File: config.mk
export PLATFORM = sky130hd
export DESIGN_NAME = hisTop
export DESIGN_NICKNAME = d
export VERILOG_FILES = /design/src/hisPkg.sv /design/src/hisTop.sv /design/src/hisBuilder.sv /design/src/hisRam.sv
export VERILOG_INCLUDE_DIRS = /design/src
export SDC_FILE = /design/constraint.sdc
export NUM_CORES = 1
export LEC_CHECK = 0
export BUFFER_PORTS_ARGS = -buffer_cell sky130_fd_sc_hd__buf_2
export CORE_MARGIN = 2
export CORE_UTILIZATION = 27
export DETAILED_ROUTE_END_ITERATION = 8
export MAX_ROUTING_LAYER = met4
export PLACE_DENSITY = 0.4
export SYNTH_ARGS = -nofsm -noshare
export SYNTH_HDL_FRONTEND = slang
export SYNTH_HIERARCHICAL = 1
export SYNTH_SLANG_ARGS = --single-unit
File: constraint.sdc
create_clock -name clk -period 14.25 [get_ports clk]
set_clock_uncertainty 0.05 [all_clocks]
set_input_delay 0.7125 -clock clk [delete_from_list [all_inputs] [get_ports clk]]
set_output_delay 0.7125 -clock clk [all_outputs]
set_load 0.01 [all_outputs]
File: src/sifh_params.svh
`ifndef SIFH_PARAMS_SVH
`define SIFH_PARAMS_SVH

// pixel array geometry
`define PIXEL_NUM   4
`define PIXEL_W     2

// bins per pixel histogram
`define BIN_NUM     16
`define BIN_W       4

// bin counter, saturates at all ones
`define CNT_W       8

// one word per pixel and bin
// address is {pixel, bin}
`define RAM_DEPTH   (`PIXEL_NUM * `BIN_NUM)
`define RAM_ADDR_W  (`PIXEL_W + `BIN_W)

`endif
File: src/hisPkg.sv
`include "sifh_params.svh"

package hisPkg;

    typedef logic [`PIXEL_W-1:0]    pixelT;     // pixel index
    typedef logic [`BIN_W-1:0]      binT;       // bin index inside one histogram
    typedef logic [`RAM_ADDR_W-1:0] ramAddrT;   // {pixel, bin}
    typedef logic [`CNT_W-1:0]      countT;     // saturating bin counter

    // histogram builder controller
    typedef enum logic [2:0] {
        IDLE,   // waiting for start
        CLEAR,  // zero every RAM word
        ACCUM,  // taking samples
        DRAIN,  // rmw pipeline empties
        SCAN,   // peak search over all pixels
        DONE    // last peak out
    } builderStateT;

endpackage

File: src/hisTop.sv
`timescale 1ns/1ps

`include "sifh_params.svh"

module hisTop (
    input  logic          clk,
    input  logic          res,

    // acquisition control
    input  logic          start,
    input  logic          acqDone,
    output logic          ready,

    // timestamped hits
    input  logic          sampleValid,
    input  hisPkg::pixelT samplePixel,
    input  hisPkg::binT   sampleBin,

    // per-pixel peaks
    output logic          peakValid,
    output hisPkg::pixelT peakPixel,
    output hisPkg::binT   peakBin,
    output hisPkg::countT peakCount,
    output logic          hisBuildDone
);

    import hisPkg::*;

    // builder to RAM
    logic    wEnable;
    ramAddrT waddr;
    countT   wdata;
    logic    rEnable;
    ramAddrT raddr;
    countT   rdata;

    hisBuilder hisBuilder_inst (
        .clk          (clk),
        .res          (res),
        .start        (start),
        .sampleValid  (sampleValid),
        .samplePixel  (samplePixel),
        .sampleBin    (sampleBin),
        .acqDone      (acqDone),
        .ready        (ready),
        .wEnable      (wEnable),
        .waddr        (waddr),
        .wdata        (wdata),
        .rEnable      (rEnable),
        .raddr        (raddr),
        .rdata        (rdata),
        .peakValid    (peakValid),
        .peakPixel    (peakPixel),
        .peakBin      (peakBin),
        .peakCount    (peakCount),
        .hisBuildDone (hisBuildDone)
    );

    // one counter per pixel and bin
    hisRam #(
        .DEPTH (`RAM_DEPTH),
        .WIDTH (`CNT_W)
    ) hisRam_inst (
        .clk     (clk),
        .wEnable (wEnable),
        .waddr   (waddr),
        .wdata   (wdata),
        .rEnable (rEnable),
        .raddr   (raddr),
        .rdata   (rdata)
    );

endmodule

File: src/hisBuilder.sv
`timescale 1ns/1ps

`include "sifh_params.svh"

module hisBuilder (
    input  logic            clk,
    input  logic            res,

    // control and samples
    input  logic            start,
    input  logic            sampleValid,
    input  hisPkg::pixelT   samplePixel,
    input  hisPkg::binT     sampleBin,
    input  logic            acqDone,
    output logic            ready,

    // RAM write port
    output logic            wEnable,
    output hisPkg::ramAddrT waddr,
    output hisPkg::countT   wdata,

    // RAM read port
    output logic            rEnable,
    output hisPkg::ramAddrT raddr,
    input  hisPkg::countT   rdata,

    // peak results
    output logic            peakValid,
    output hisPkg::pixelT   peakPixel,
    output hisPkg::binT     peakBin,
    output hisPkg::countT   peakCount,
    output logic            hisBuildDone
);

    import hisPkg::*;

    builderStateT state;
    builderStateT nextState;

    ramAddrT addrCnt;       // clear and scan address
    logic    drainCnt;
    logic    scanGap;       // bubble after each pixel's last read
    logic    scanRead;
    logic    lastRead;      // bin bits of addrCnt at the top

    // read-modify-write pipeline
    logic    accept;
    logic    s1Valid;       // read stage
    ramAddrT s1Addr;
    logic    s2Valid;       // write stage
    ramAddrT s2Addr;
    logic    lastWValid;    // previous cycle's write
    ramAddrT lastWAddr;
    countT   lastWData;
    countT   operand;
    countT   incCount;

    // peak search
    logic    rdValid;
    ramAddrT rdAddr;
    binT     rdBin;
    logic    lastBin;
    countT   curMax;
    binT     curBin;
    logic    takeNew;
    countT   candCount;
    binT     candBin;

    always_comb begin
        nextState = state;
        case (state)
            IDLE: begin
                if (start) begin
                    nextState = CLEAR;
                end
            end
            CLEAR: begin
                if (addrCnt == ramAddrT'(`RAM_DEPTH - 1)) begin
                    nextState = ACCUM;
                end
            end
            ACCUM: begin
                if (acqDone) begin
                    nextState = DRAIN;
                end
            end
            DRAIN: begin
                if (drainCnt) begin  // second drain cycle
                    nextState = SCAN;
                end
            end
            SCAN: begin
                // addrCnt has wrapped once the last pixel is read
                if (scanGap && addrCnt == '0) begin
                    nextState = DONE;
                end
            end
            DONE: begin
                nextState = IDLE;
            end
            default: begin
                nextState = IDLE;
            end
        endcase
    end

    assign ready    = (state == ACCUM);
    assign accept   = sampleValid && ready;
    assign scanRead = (state == SCAN) && !scanGap;
    assign lastRead = (addrCnt[`BIN_W-1:0] == '1);

    // the RAM returns stale data when the previous sample wrote this word
    assign operand  = (lastWValid && lastWAddr == s2Addr) ? lastWData : rdata;
    assign incCount = (operand == '1) ? operand : operand + 1'b1;  // saturate

    // clear and accumulation never overlap
    assign wEnable = (state == CLEAR) || s2Valid;
    assign waddr   = s2Valid ? s2Addr : addrCnt;
    assign wdata   = s2Valid ? incCount : '0;

    // sample reads and scan reads are in different phases too
    assign rEnable = s1Valid || scanRead;
    assign raddr   = s1Valid ? s1Addr : addrCnt;

    // running maximum, strict compare keeps the lowest bin on a tie
    assign rdBin     = binT'(rdAddr[`BIN_W-1:0]);
    assign lastBin   = (rdBin == binT'(`BIN_NUM - 1));
    assign takeNew   = (rdBin == '0) || (rdata > curMax);  // bin 0 restarts the search
    assign candCount = takeNew ? rdata : curMax;
    assign candBin   = takeNew ? rdBin : curBin;

    always_ff @(posedge clk or negedge res) begin
        if (!res) begin
            state        <= IDLE;
            addrCnt      <= '0;
            drainCnt     <= 1'b0;
            scanGap      <= 1'b0;
            s1Valid      <= 1'b0;
            s2Valid      <= 1'b0;
            lastWValid   <= 1'b0;
            rdValid      <= 1'b0;
            peakValid    <= 1'b0;
            hisBuildDone <= 1'b0;
        end else begin
            state <= nextState;

            if (state == CLEAR || scanRead) begin
                addrCnt <= addrCnt + 1'b1;  // wraps to 0 at the end
            end else if (state != SCAN) begin
                addrCnt <= '0;
            end

            drainCnt <= (state == DRAIN) && !drainCnt;
            scanGap  <= scanRead && lastRead;

            s1Valid    <= accept;
            s2Valid    <= s1Valid;
            lastWValid <= wEnable;

            rdValid      <= scanRead;
            peakValid    <= rdValid && lastBin;  // last bin of a pixel is back
            hisBuildDone <= (state == DONE);
        end
    end

    // datapath registers
    always_ff @(posedge clk) begin
        s1Addr    <= {samplePixel, sampleBin};
        s2Addr    <= s1Addr;
        lastWAddr <= waddr;
        lastWData <= wdata;
        rdAddr    <= addrCnt;

        if (rdValid) begin
            curMax <= candCount;
            curBin <= candBin;
        end

        if (rdValid && lastBin) begin
            peakPixel <= pixelT'(rdAddr[`RAM_ADDR_W-1:`BIN_W]);
            peakBin   <= candBin;
            peakCount <= candCount;
        end
    end

endmodule

File: src/hisRam.sv
`timescale 1ns/1ps

module hisRam #(
    parameter int DEPTH = 64,
    parameter int WIDTH = 8,
    localparam int ADDR_W = $clog2(DEPTH)
) (
    input  logic              clk,

    // write port
    input  logic              wEnable,
    input  logic [ADDR_W-1:0] waddr,
    input  logic [WIDTH-1:0]  wdata,

    // read port
    input  logic              rEnable,
    input  logic [ADDR_W-1:0] raddr,
    output logic [WIDTH-1:0]  rdata
);

    logic [WIDTH-1:0] mem [DEPTH];

    always_ff @(posedge clk) begin
        if (wEnable) begin
            mem[waddr] <= wdata;
        end
    end

    // one cycle read latency
    // a same-cycle write to raddr is not seen here
    always_ff @(posedge clk) begin
        if (rEnable) begin
            rdata <= mem[raddr];
        end
    end

endmodule

**After elaboration in Yosys (flattened, before gate mapping)**

Memory sizes are Yosys's and may differ from the RTL's. A register that Yosys moved wholly into a read port is not among the register bits.
Index checks and enable logic that the tools add are counted.

- Word-level logic and storage cells: 75
- Memories: 1
- RAM bits: 512
- Input bits: 11
- Register bits after elaboration: 75
- Output and inout bits: 17

Memory list:

| memory | depth | bits a word | rd ports | clocked after Yosys merged registers in | wr ports | RTL line | text |
|---|---|---|---|---|---|---|---|
| hisRam_inst.mem | 64 | 8 | 1 | 1 | 1 | hisRam.sv:21 | `logic [WIDTH-1:0] mem [DEPTH];` |

- $add $sub $neg: 2
- Eq/ne operators: 16
- Multiplexer cells: 17
- Reductions and logical operators: 18
- $lt $le $gt $ge: 1

Operators by type and width:

| operator | count |
|---|---|
| $mux 8 | 4 |
| $mux 6 | 4 |
| $mux 3 | 5 |
| $pmux 3 s5 | 1 |
| $add 8x1->8 const B | 1 |
| $eq 4x4->1 const B | 2 |
| $eq 8x8->1 const B | 1 |
| $gt 8x8->1 | 1 |
| $logic_and 1x1->1 | 7 |
| $add 6x1->6 const B | 1 |
| $eq 3x2->1 const B | 2 |
| $eq 3x3->1 const B | 2 |
| $eq 6x6->1 | 1 |
| $eq 6x6->1 const B | 1 |
| $logic_not 6->1 | 1 |
| $ne 2x1->1 const B | 3 |
| $reduce_and 5->1 | 1 |
| $logic_not 4->1 | 1 |
| $logic_or 1x1->1 | 4 |
| $mux 4 | 1 |
| $ne 2x2->1 const B | 2 |
| $eq 3x1->1 const B | 1 |
| $logic_not 3->1 | 1 |
| $ne 3x3->1 const B | 1 |
| other kinds (3) | 5 |

**Logic depth before layout (Yosys ltp)**

Gate-level depths: netlist of run 1.

- Depth after elaboration: 6
- Depth in mapped cells: 12
- Mapped depth without buffers: 8

**By module**

Netlist of run 1, hierarchy kept.

By module, submodules not included:

| module | times used | area an instance (um^2) | seq. area each (um^2) | cells each |
|---|---|---|---|---|
| hisRam | 1 | 20246.9 | 15615.0 | 940 |
| hisBuilder | 1 | 3256.9 | 1846.8 | 279 |

**Least setup slack after synthesis of run 1**

OpenSTA, ideal clock, no wires.

- Path type: register to register
- Start point: register hisBuilder_inst.lastWAddr[3]
- End point: memory hisRam_inst.mem[0][5] (data pin)
- Clock period less this slack: 5.343 ns
- Data required time: 13.469 ns
- Arrival time: 4.562 ns
- Cell stages (with the launch flop): 9
- Buffers on the path: 1
- Setup time: 0.731 ns
- Path slack: 8.907 ns
- Path through: dfxtp_1 > xor2_1 > or3_4 > nor2_1 > buf_4 > mux2_2 > ha_1 > o21ai_0 > a21boi_0

- Cells in the longest elaborated chain, start to end: 6
- Elaborated cells on any way between the ends: 7
- Classes of those cells: 1 x add/sub; 2 x eq/ne; 3 x mux; 1 x reduce/logical

RTL lines:

| what | RTL line | text |
|---|---|---|
| start, declared | hisBuilder.sv:53 | `ramAddrT lastWAddr;` |
| start signal, assigned | hisBuilder.sv:170 | `lastWAddr <= waddr;` |
| $eq 6x6->1 * | hisBuilder.sv:113 | `assign operand = (lastWValid && lastWAddr == s2Addr) ? lastWData : rdata;` |
| $logic_and 1x1->1 * | hisBuilder.sv:113 |  |
| $mux 8 * | hisBuilder.sv:113 |  |
| $add 8x1->8 / $eq 8x8->1 (equally long branches) | hisBuilder.sv:114 | `assign incCount = (operand == '1) ? operand : operand + 1'b1;` |
| $mux 8 * | hisBuilder.sv:114 |  |
| $mux 8 * | hisBuilder.sv:119 | `assign wdata = s2Valid ? incCount : '0;` |
| net wdata[5] | hisTop.sv:32 | `countT wdata;` |
| end, declared | hisRam.sv:21 |  |

The timed path passes the listed nets; every way through them passes the cells marked *.

**Worst setup path after layout of run 1**

- Start point: register hisBuilder_inst.s1Valid
- End point: register hisRam_inst.rdata[4] (read register of hisRam_inst.mem) (data pin)

- Cells in the longest elaborated chain, start to end: 1
- Elaborated cells on any way between the ends: 2
- Classes of those cells: 1 x mux; 1 x reduce/logical

RTL lines:

| what | RTL line | text |
|---|---|---|
| start, declared | hisBuilder.sv:48 | `logic s1Valid;` |
| start signal, assigned | hisBuilder.sv:156 | `s1Valid <= accept;` |
| $mux 6 | hisBuilder.sv:123 | `assign raddr = s1Valid ? s1Addr : addrCnt;` |
| net raddr[1] | hisTop.sv:34 | `ramAddrT raddr;` |
| end, declared | hisRam.sv:18 | `output logic [WIDTH-1:0] rdata` |

The timed path passes the listed nets, and every way through them passes these cells.
A chain may end at the register's enable or synchronous reset.

==> impl_metrics.csv, run 1 <==
group,metric,value,unit
status,status,"finished clean",
clock_network,h-tree-depth,3,
clock_network,cts_hold_buf,1,
logic_synthesis,yosysSeqAreaShare,74.3,%
place,place_congestion,0.743,
global_routing,first_global_vias,12000,
logic_synthesis,yosys-top-cells-area,"edfxtp_1 (70%), mux4_2 (12%), dfxtp_1 (2.7%)",
timing,hold_viol,0,
power,leakage,8.58,nW
logic_synthesis,yosysUniqueCellTypes,64,
logic_synthesis,ys_ff_latch,595,
logic_synthesis,synth_top_cell_area_share,69.8,%
floorplanning,core,86500,µm²
final_layout,synthToLayoutAreaGrowth,16.1,%
floorplanning,die_area,89400,µm²
min_path,holdPathEnd,"hisBuilder_inst/s1Addr[5]$_DFF_P_",
timing,clock.fmax,216,MHz
floorplanning,start_util,27.2,%
clock_network,clk_latency,0.61,ns
clock_network,cts_setup_buffers,0,
global_routing,grt_overflow,0,
setup_path,timing.rr.end,"hisRam_inst/rdata[4]$_DFFE_PP_",
route,vias_per_cell,4.66,
floorplanning,ioPinCount,28,
timing,setup_tns,0,ns
final_layout,final_core_utilization,31.6,%
timing,slew_headroom,19.7,%
place,dp_hpwl,36200,µm
final_layout,layout.cells.most_common,"edfxtp_1",
final_layout,drive_gt1_share,24.8,%
route,wl,60300,µm
power,pwr_density_cell,186,nW/µm²
floorplanning,fp-row-count,108,
global_routing,grt_pass1_wl,88300,µm
logic_synthesis,syn-mean-instance-area,19.3,µm²
clock_network,numCtsBuffers,71,
logic_synthesis,synth_top_cell_by_area,"edfxtp_1",
logic_synthesis,ys.flop_type,"edfxtp_1",
flow_run,cap_violations,0,
global_routing,grt_max_degree,94,
timing,worst_hold_slack,0.155,ns
global_routing,track_usage,14.0,%
power,peakVddDrop,0.0734,mV
min_path,hold_start,"samplePixel[1]",
final_layout,nNetsFinal,1299,
timing,period_share,32.5,%
clock_network,cts_resized,0,
route,drtIter0Drc,806,
logic_synthesis,syn_inst,1219,
setup_path,cp_max_fo,52,
final_layout,final_cell_mix,"edfxtp_1 (546), mux4_2 (126), nor2_1 (97)",
setup_path,worstPathRequired,14.51,ns
floorplanning,die_h,299,µm
logic_synthesis,syn_nets,1241,
timing,drv_slew,0,
power,p_total,5.08,mW
floorplanning,die_w,299,µm
route,dr.pass1.iters,5,
clock_network,clock_path_buffers,3,
setup_path,end_kind,"flip-flop",
min_path,whs_path_depth,1,
place,portBuffers,27,
route,wl_per_cell,24.2,µm
min_path,min_path_type,"primary input to flip-flop",
setup_path,ff2ff_path_depth,9,
timing,post-route-min-period,4.63,ns
logic_synthesis,async_flop_share,2.86,%
timing,tightest_slew,1.20,ns
setup_path,arrival,4.89,ns
clock_network,cts_tree,"built",
timing,finalSetupViolCount,0,
route,drcViolationCount,0,
timing,grt_setup_unrepaired,"no",
logic_synthesis,yosysWarnings,6,
setup_path,critical_path_class,"flip-flop to flip-flop",
clock_network,clkTransAtPathRegs,0.06,ns
clock_network,clock_sinks,595,
final_layout,n_fill_cell,8413,
route,vias,11600,
route,ant_nets,0,
setup_path,worstSetupStartpointType,"flip-flop",
setup_path,ff2ff_setup_slack,9.62,ns
global_routing,antenna_found_initial,0,
logic_synthesis,synth-edff-count,546,
logic_synthesis,syn_area,23500,µm²
clock_network,root_buffer,"clkbuf_16",
setup_path,r2r-start,"hisBuilder_inst/s1Valid$_DFF_PN0_",
synth_stat cells (all sizes together), types with 12 or more instances:
| cell type | instances |
|---|---|
| a21oi | 15 |
| nand3 | 23 |
| mux2i | 28 |
| nor2 | 97 |
| mux4 | 126 |
| mux2 | 40 |
| inv | 12 |
| buf | 37 |
| edfxtp | 546 |
| o21ai | 20 |
| clkbuf | 25 |
| nand2 | 35 |
| dfxtp | 32 |
| dfrtp | 17 |
| nor2b | 18 |
kinds of logic after synthesis:
kind of cell	count (synthesis)	synth area share [%]
flops	595	74.3
simple gates	231	4.72
mux	194	15.2
compound gates	104	3.10
buf+inv	74	1.75
fa+ha+maj	11	0.586
xor+xnor	10	0.373
worst max-delay path, cell delays in order (launching register included):
cell and delay, ns:
dfrtp_1 0.61, nand2_1 0.16, o21ai_4 0.08, buf_4 0.67, buf_4 0.82, nand2b_1 0.53
a211oi_1 0.47, nor4_1 0.09, nor3_1 0.56, o32ai_1 0.19
state kept, by name (all words and copies together), names as in the netlist:
register / flops
hisRam_inst/mem: 512
hisBuilder_inst/drainCnt: 1
hisBuilder_inst/curMax: 8
hisBuilder_inst/lastWData: 8
hisBuilder_inst/rdAddr: 6
hisBuilder_inst/state: 3
hisBuilder_inst/s1Addr: 6
hisRam_inst/rdata: 8
hisBuilder_inst/peakBin: 4
hisBuilder_inst/lastWAddr: 6
hisBuilder_inst/lastWValid: 1
hisBuilder_inst/hisBuildDone: 1
hisBuilder_inst/peakValid: 1
hisBuilder_inst/peakCount: 8
hisBuilder_inst/peakPixel: 2
hisBuilder_inst/s2Valid: 1
hisBuilder_inst/curBin: 4
hisBuilder_inst/s1Valid: 1
hisBuilder_inst/rdValid: 1
hisBuilder_inst/scanGap: 1
hisBuilder_inst/addrCnt: 6
hisBuilder_inst/s2Addr: 6
layer usage:
metal / GRT usage, % / vias to the layer above / wire length (µm)
li1: - / 5093 / -
met1: 19.2 / 6160 / 27900
met2: 21.3 / 266 / 28500
met3: 2.40 / 81 / 2590
met4: 4.44 / 0 / 1420
met5: - / - / 0
layout make-up:
class	instances	area, µm²	share of cell area (%)
well taps	1155	1450	5.30
clock buffers	92	1930	7.07
repair buffers	47	300	1.10
inverters	12	45.0	0.165
multi-input cells	550	5730	21.0
flip-flops and latches	595	17500	64.0
diodes	1	2.50	0.00917
clock inverters	39	378	1.38
power by group:
| part | total (mW) | internal (mW) | leakage [nW] | switching (mW) |
|---|---|---|---|---|
| logic | 1.16 | 0.472 | 1.83 | 0.686 |
| clock network | 1.79 | 1.08 | 1.13 | 0.706 |
| registers | 2.13 | 2.07 | 5.62 | 0.0644 |
worst max-delay path by stage:
stage | from | endpoint | slack, ns | depth (start not counted)
floorplan | hisBuilder_inst/lastWAddr[3]$_DFF_P_ | hisRam_inst/mem[0][5]$_DFFE_PP_ | 8.91 | 8
global placement | hisBuilder_inst/s1Valid$_DFF_PN0_ | hisRam_inst/rdata[4]$_DFFE_PP_ | 9.52 | 9
detailed placement | hisBuilder_inst/s1Valid$_DFF_PN0_ | hisRam_inst/rdata[4]$_DFFE_PP_ | 9.56 | 9
CTS | hisBuilder_inst/s1Valid$_DFF_PN0_ | hisRam_inst/rdata[4]$_DFFE_PP_ | 9.53 | 9
global route | hisBuilder_inst/s2Addr[3]$_DFF_P_ | hisRam_inst/mem[4][3]$_DFFE_PP_ | 9.41 | 8
finish | hisBuilder_inst/s1Valid$_DFF_PN0_ | hisRam_inst/rdata[4]$_DFFE_PP_ | 9.62 | 9
through the flow:
step / area [µm²] / cells / worst slack (ns)
floorplan: 23500 / 1219 / 8.91
global placement: 25000 / 2358 / 9.52
detailed placement: 25000 / 2358 / 9.56
CTS: 27300 / 2490 / 9.53
global route: 27300 / 2490 / 9.41
finish: 27300 / 2491 / 9.62
No activity file was read; power rests on OpenSTA's default activity.
==> run 2, diff against run 1 <==
--- a/config.mk
+++ b/config.mk
@@ -11,7 +11,7 @@
 export CORE_UTILIZATION = 27
 export DETAILED_ROUTE_END_ITERATION = 8
 export MAX_ROUTING_LAYER = met4
-export PLACE_DENSITY = 0.4
+export PLACE_DENSITY = 0.41
 export SYNTH_ARGS = -nofsm -noshare
 export SYNTH_HDL_FRONTEND = slang
 export SYNTH_HIERARCHICAL = 1
==> constraint.sdc (replaced) <==
create_clock -name clk -period 4.2 [get_ports clk]
set_clock_uncertainty 0.05 [all_clocks]
set_input_delay 0.21 -clock clk [delete_from_list [all_inputs] [get_ports clk]]
set_output_delay 0.21 -clock clk [all_outputs]
set_load 0.01 [all_outputs]
==> run 2 against run 1 <==
Compared with the run above:
- first-iteration DRC count increased by 30%
- final cell count increased by 3.0%
- die area unchanged
- worst hold slack got worse by 0.084 ns
- sequential share of layout area decreased by 1.3 points
- largest cell class unchanged
- critical path type unchanged
- clock power increased to 3.1 times the previous value
- register-to-register slack got worse by 9.0 ns
- utilization increased by 0.63 points
- critical path depth increased by 1
- non-clock buffer count increased by 87
==> impl_metrics.csv, run 2 (synthesized netlist as in run 1, its figures left out) <==
group,metric,value,unit
clock_network,clock_path_buffers,3,
setup_path,r2r-start,"hisBuilder_inst/s1Valid$_DFF_PN0_",
status,status,"finished clean",
clock_network,cts_resized,0,
floorplanning,die_h,299,µm
floorplanning,die_w,299,µm
route,ant_nets,0,
setup_path,cp-endpoint,"hisRam_inst/rdata[6]$_DFFE_PP_",
setup_path,critical_path_class,"flip-flop to flip-flop",
floorplanning,ioPinCount,28,
final_layout,n_fill_cell,8353,
timing,finalSetupViolCount,0,
floorplanning,core,86500,µm²
setup_path,startpoint,"hisBuilder_inst/s1Valid$_DFF_PN0_",
timing,tightest_slew,1.19,ns
setup_path,ff2ff_path_depth,10,
power,p_total,16.9,mW
clock_network,clk_latency,0.59,ns
clock_network,numCtsBuffers,69,
setup_path,arrival,3.87,ns
setup_path,worstPathRequired,4.47,ns
timing,slew_headroom,20.6,%
power,peakVddDrop,0.434,mV
final_layout,final_cell_mix,"edfxtp_1 (546), mux4_2 (126), nor2_1 (97)",
route,vias,12000,
place,dp_hpwl,38200,µm
setup_path,cp_cell_sequence,"nand2_1 > o21ai_4 > buf_12 > buf_12 > mux4_2 > nor2_1 > nor4_1 > buf_4 > nor3_1 > o32ai_1",
final_layout,synthToLayoutAreaGrowth,18.4,%
setup_path,worstSetupStartpointType,"flip-flop",
final_layout,diodes,0,
timing,setup_tns,0,ns
clock_network,root_buffer,"clkbuf_16",
global_routing,grt_max_degree,66,
power,leakage,8.91,nW
route,drtIter0Drc,1044,
route,wl_per_cell,23.8,µm
global_routing,use_met2,21.6,%
flow_run,cap_violations,0,
timing,post-route-min-period,3.60,ns
final_layout,largest_reg_flops,512,
floorplanning,start_util,27.2,%
timing,period_share,85.7,%
final_layout,layout.cells.most_common,"edfxtp_1",
setup_path,timing.rr.end,"hisRam_inst/rdata[6]$_DFFE_PP_",
place,place_congestion,0.774,
clock_network,cts_hold_buf,9,
min_path,min_path_type,"primary input to asynchronous set/reset pin",
global_routing,grt.busiest_layer,"met2",
power,pwr_density_cell,608,nW/µm²
global_routing,grt.met3_usage,2.60,%
global_routing,first_global_vias,12400,
floorplanning,fp-row-count,108,
floorplanning,die_area,89400,µm²
setup_path,critPathBufInv,3,
final_layout,nNetsFinal,1384,
final_layout,multiInputGateArea,5720,µm²
setup_path,slowest_delay,0.66,ns
route,wl,61000,µm
setup_path,cp_num_cells,10,
setup_path,ff2ff_setup_slack,0.60,ns
place,portBuffers,27,
setup_path,crit_path_frequent_cell,"buf_12",
clock_network,h-tree-depth,3,
setup_path,end_kind,"flip-flop",
timing,clock.fmax,278,MHz
global_routing,grt_util_met1,19.5,%
global_routing,grt_pass1_wl,89400,µm
global_routing,grt_overflow,0,
route,vias_per_cell,4.69,
clock_network,clkTransAtPathRegs,0.06,ns
setup_path,slowest_stage,"dfrtp_1",
setup_path,cp_top_family,"simple AND/OR/NAND/NOR gates",
timing,grt_setup_unrepaired,"no",
timing,hold_viol,0,
final_layout,final_core_utilization,32.2,%
global_routing,track_usage,14.2,%
clock_network,clock_sinks,595,
final_layout,regMostFlops,"hisRam_inst/mem",
clock_network,cts_setup_buffers,0,
setup_path,cp_max_fo,50,
route,dr.pass1.iters,5,
route,drcViolationCount,0,
clock_network,cts_tree,"built",
final_layout,drive_gt1_share,28.2,%
final_layout,register_area,17500,µm²
global_routing,antenna_found_initial,0,
timing,drv_slew,0,
-- run 2: layout make-up --
cell class,instances,area share (%)
Sequential cell,595,62.7
Multi-Input combinational cell,550,20.5
Clock buffer,81,6.40
Tap cell,1155,5.19
Timing Repair Buffer,134,4.04
Clock inverter,38,0.944
Inverter,12,0.162
-- run 2: metal layers --
metal / share of wire [%] / vias to the layer above
met5: 0 / -
met4: 2.7 / 0
met3: 4.4 / 116
met2: 46 / 275
met1: 46 / 6400
li1: - / 5250
-- run 2: how the worst min path moves through the flow --
stage	slack [ns]	cells past startpoint	endpoint	start
after floorplan	-0.14	0	hisBuilder_inst/addrCnt[0]$_DFFE_PN0P_	res
after global placement	0.14	1	hisBuilder_inst/peakValid$_DFF_PN0_	res
after detailed placement	0.13	1	hisBuilder_inst/peakValid$_DFF_PN0_	res
after CTS	0.05	2	hisBuilder_inst/rdValid$_DFF_PN0_	res
after global routing	0.07	2	hisBuilder_inst/hisBuildDone$_DFF_PN0_	res
final	0.07	2	hisBuilder_inst/addrCnt[3]$_DFFE_PN0P_	res
-- run 2: power breakdown --
group | internal, mW | switching [mW]
sequential | 7.00 | 0.201
combinational | 1.79 | 2.42
clock | 3.20 | 2.32
-- run 2: per-stage QoR --
step / instance area [µm²] / std cells / setup WS [ns] / hold slack, ns
6_report: 27800 / 2565 / 0.600 / 0.0710
5_1_grt: 27800 / 2565 / 0.418 / 0.0708
4_1_cts: 27800 / 2565 / 0.544 / 0.0476
3_5_place_dp: 25700 / 2437 / 0.551 / 0.126
3_3_place_gp: 25700 / 2437 / 0.592 / 0.137
2_1_floorplan: 23500 / 1219 / 0.483 / -0.136
==> run 3, diff against run 2 <==
--- a/config.mk
+++ b/config.mk
@@ -11,7 +11,6 @@
 export CORE_UTILIZATION = 27
 export DETAILED_ROUTE_END_ITERATION = 8
 export MAX_ROUTING_LAYER = met4
-export PLACE_DENSITY = 0.41
 export SYNTH_ARGS = -nofsm -noshare
 export SYNTH_HDL_FRONTEND = slang
 export SYNTH_HIERARCHICAL = 1
==> run 3 against run 2 <==
Compared with the run above:
- via count is 1.3% lower
- setup slack improved by 0.14 ns
- maximum frequency rose by 4.0%
- design area shrank 1.1%
- utilization down 0.36 points
- critical path type unchanged
- highest routed layer unchanged
==> impl_metrics.csv, run 3 (synthesized netlist as in run 1, its figures left out) <==
group,metric,value,unit
status,status,"finished clean",
route,ant_nets,0,
setup_path,ff2ff_path_depth,10,
place,place_congestion,0.813,
global_routing,first_global_vias,12200,
floorplanning,die_h,299,µm
global_routing,antenna_found_initial,0,
floorplanning,start_util,27.2,%
power,clockPowerShare,31.8,%
clock_network,clk_latency,0.62,ns
timing,hold_viol,0,
floorplanning,fp-row-count,108,
clock_network,h-tree-depth,2,
final_layout,multiInputGateArea,5720,µm²
place,portBuffers,27,
final_layout,final_area,27500,µm²
setup_path,startpoint,"hisBuilder_inst/s2Addr[3]$_DFF_P_",
timing,tightest_slew,1.16,ns
route,vias_per_cell,4.69,
floorplanning,die_w,299,µm
route,drcViolationCount,0,
final_layout,synthToLayoutAreaGrowth,17.1,%
final_layout,nNetsFinal,1353,
final_layout,diodes,0,
global_routing,grt_pass1_wl,79200,µm
place,placed_area,25500,µm²
setup_path,cp_max_fo,53,
global_routing,grt.met3_usage,2.07,%
final_layout,n_fill_cell,8274,
clock_network,clock_path_buffers,3,
timing,drv_slew,0,
floorplanning,ioPinCount,28,
clock_network,clkTransAtPathRegs,0.06,ns
clock_network,numCtsBuffers,60,
place,dp_hpwl,32400,µm
timing,slew_headroom,21.8,%
clock_network,cts_setup_buffers,0,
power,peakVddDrop,0.336,mV
floorplanning,die_area,89400,µm²
route,vias,11900,
global_routing,track_usage,11.9,%
route,drtIter0Drc,1245,
final_layout,regMostFlops,"hisRam_inst/mem",
power,p_sw,4.61,mW
timing,setup_tns,0,ns
final_layout,final_cell_mix,"edfxtp_1 (546), mux4_2 (126), nor2_1 (97)",
power,combPwrFrac,24.3,%
global_routing,grt_overflow,0,
setup_path,critical_path_class,"flip-flop to flip-flop",
setup_path,cp-endpoint,"hisRam_inst/mem[55][1]$_DFFE_PP_",
setup_path,timing.rr.end,"hisRam_inst/mem[55][1]$_DFFE_PP_",
global_routing,grt_max_degree,66,
setup_path,end_kind,"flip-flop",
setup_path,r2r-start,"hisBuilder_inst/s2Addr[3]$_DFF_P_",
global_routing,grt_util_met1,16.3,%
setup_path,ff2ff_setup_slack,0.74,ns
clock_network,cts_tree,"built",
final_layout,largest_reg_flops,512,
final_layout,drive_gt1_share,26.8,%
final_layout,final_core_utilization,31.8,%
timing,post-route-min-period,3.46,ns
setup_path,worstPathRequired,4.58,ns
route,wl_per_cell,20.3,µm
power,p_int,11.8,mW
clock_network,root_buffer,"clkbuf_16",
min_path,min_path_type,"primary input to flip-flop",
setup_path,worstSetupStartpointType,"flip-flop",
clock_network,clock_sinks,595,
final_layout,layout.cells.most_common,"edfxtp_1",
timing,clock.fmax,289,MHz
timing,grt_setup_unrepaired,"no",
timing,period_share,82.5,%
route,wl,51500,µm
final_layout,register_area,17500,µm²
setup_path,arrival,3.85,ns
floorplanning,core,86500,µm²
flow_run,cap_violations,0,
timing,finalSetupViolCount,0,
power,seqPwrFrac,44.0,%
route,dr.pass1.iters,5,
power,sw_frac_of_total,28.2,%
global_routing,grt.busiest_layer,"met2",
power,leakage,8.68,nW
global_routing,use_met2,18.6,%
power,pwr_density_cell,595,nW/µm²
run 3: worst min-delay path by stage:
stage / start / to / slack, ns / cells after the start
floorplan: res / hisBuilder_inst/addrCnt[0]$_DFFE_PN0P_ / -0.14 / 0
global placement: res / hisBuilder_inst/peakValid$_DFF_PN0_ / 0.11 / 1
detailed placement: res / hisBuilder_inst/peakValid$_DFF_PN0_ / 0.11 / 1
CTS: sampleBin[2] / hisBuilder_inst/s1Addr[2]$_DFF_P_ / 0.16 / 2
global route: sampleBin[1] / hisBuilder_inst/s1Addr[1]$_DFF_P_ / 0.16 / 2
finish: sampleBin[2] / hisBuilder_inst/s1Addr[2]$_DFF_P_ / 0.19 / 2
run 3: metrics by stage:
stage | setup WS, ns | std cells | power, mW | hold slack (ns)
floorplan | 0.483 | 1219 | 10.1 | -0.136
global placement | 0.777 | 2414 | 11.3 | 0.115
detailed placement | 0.744 | 2414 | 11.3 | 0.108
CTS | 0.737 | 2534 | 16.6 | 0.158
global route | 0.503 | 2534 | 17.1 | 0.163
finish | 0.737 | 2534 | 16.4 | 0.190
run 3: final cells by class:
cell class	instances	share of cell area, %
clock buffer	70	5.59
clock inverter	40	1.39
inverter	12	0.164
multi-input combinational	550	20.8
sequential	595	63.4
tap	1155	5.25
timing repair buffer	112	3.40
run 3: repair_timing:
| action | 4_1_cts | 5_1_grt |
|---|---|---|
| hold endpoints to repair | 25 | 0 |
| hold buffers | 10 | 0 |
| gates resized for setup | 0 | 0 |
run 3: metal layers:
metal | wire length [µm] | vias to the layer above
met2 | 24600 | 386
li1 | - | 5187
met5 | 0 | -
met1 | 22500 | 6235
met3 | 3320 | 75
met4 | 1050 | 0
run 3: power groups by stage:
stage	clock network, mW	logic, mW	registers [mW]
2_1_floorplan	0	2.85	7.22
3_3_place_gp	0	3.97	7.31
3_5_place_dp	0	4.02	7.32
4_1_cts	5.33	4.04	7.20
5_1_grt	5.57	4.31	7.23
6_report	5.20	3.97	7.20
run 3: critical path, stage by stage (launching register included):
cell and delay, ns:
dfxtp_1 0.32, xor2_1 0.16, or3_4 0.42, nor2_1 0.12, buf_4 0.22, mux2_2 0.37, ha_1 0.31, o21ai_0 0.39
mux2i_1 0.24, nor2b_4 0.33, buf_12 0.28
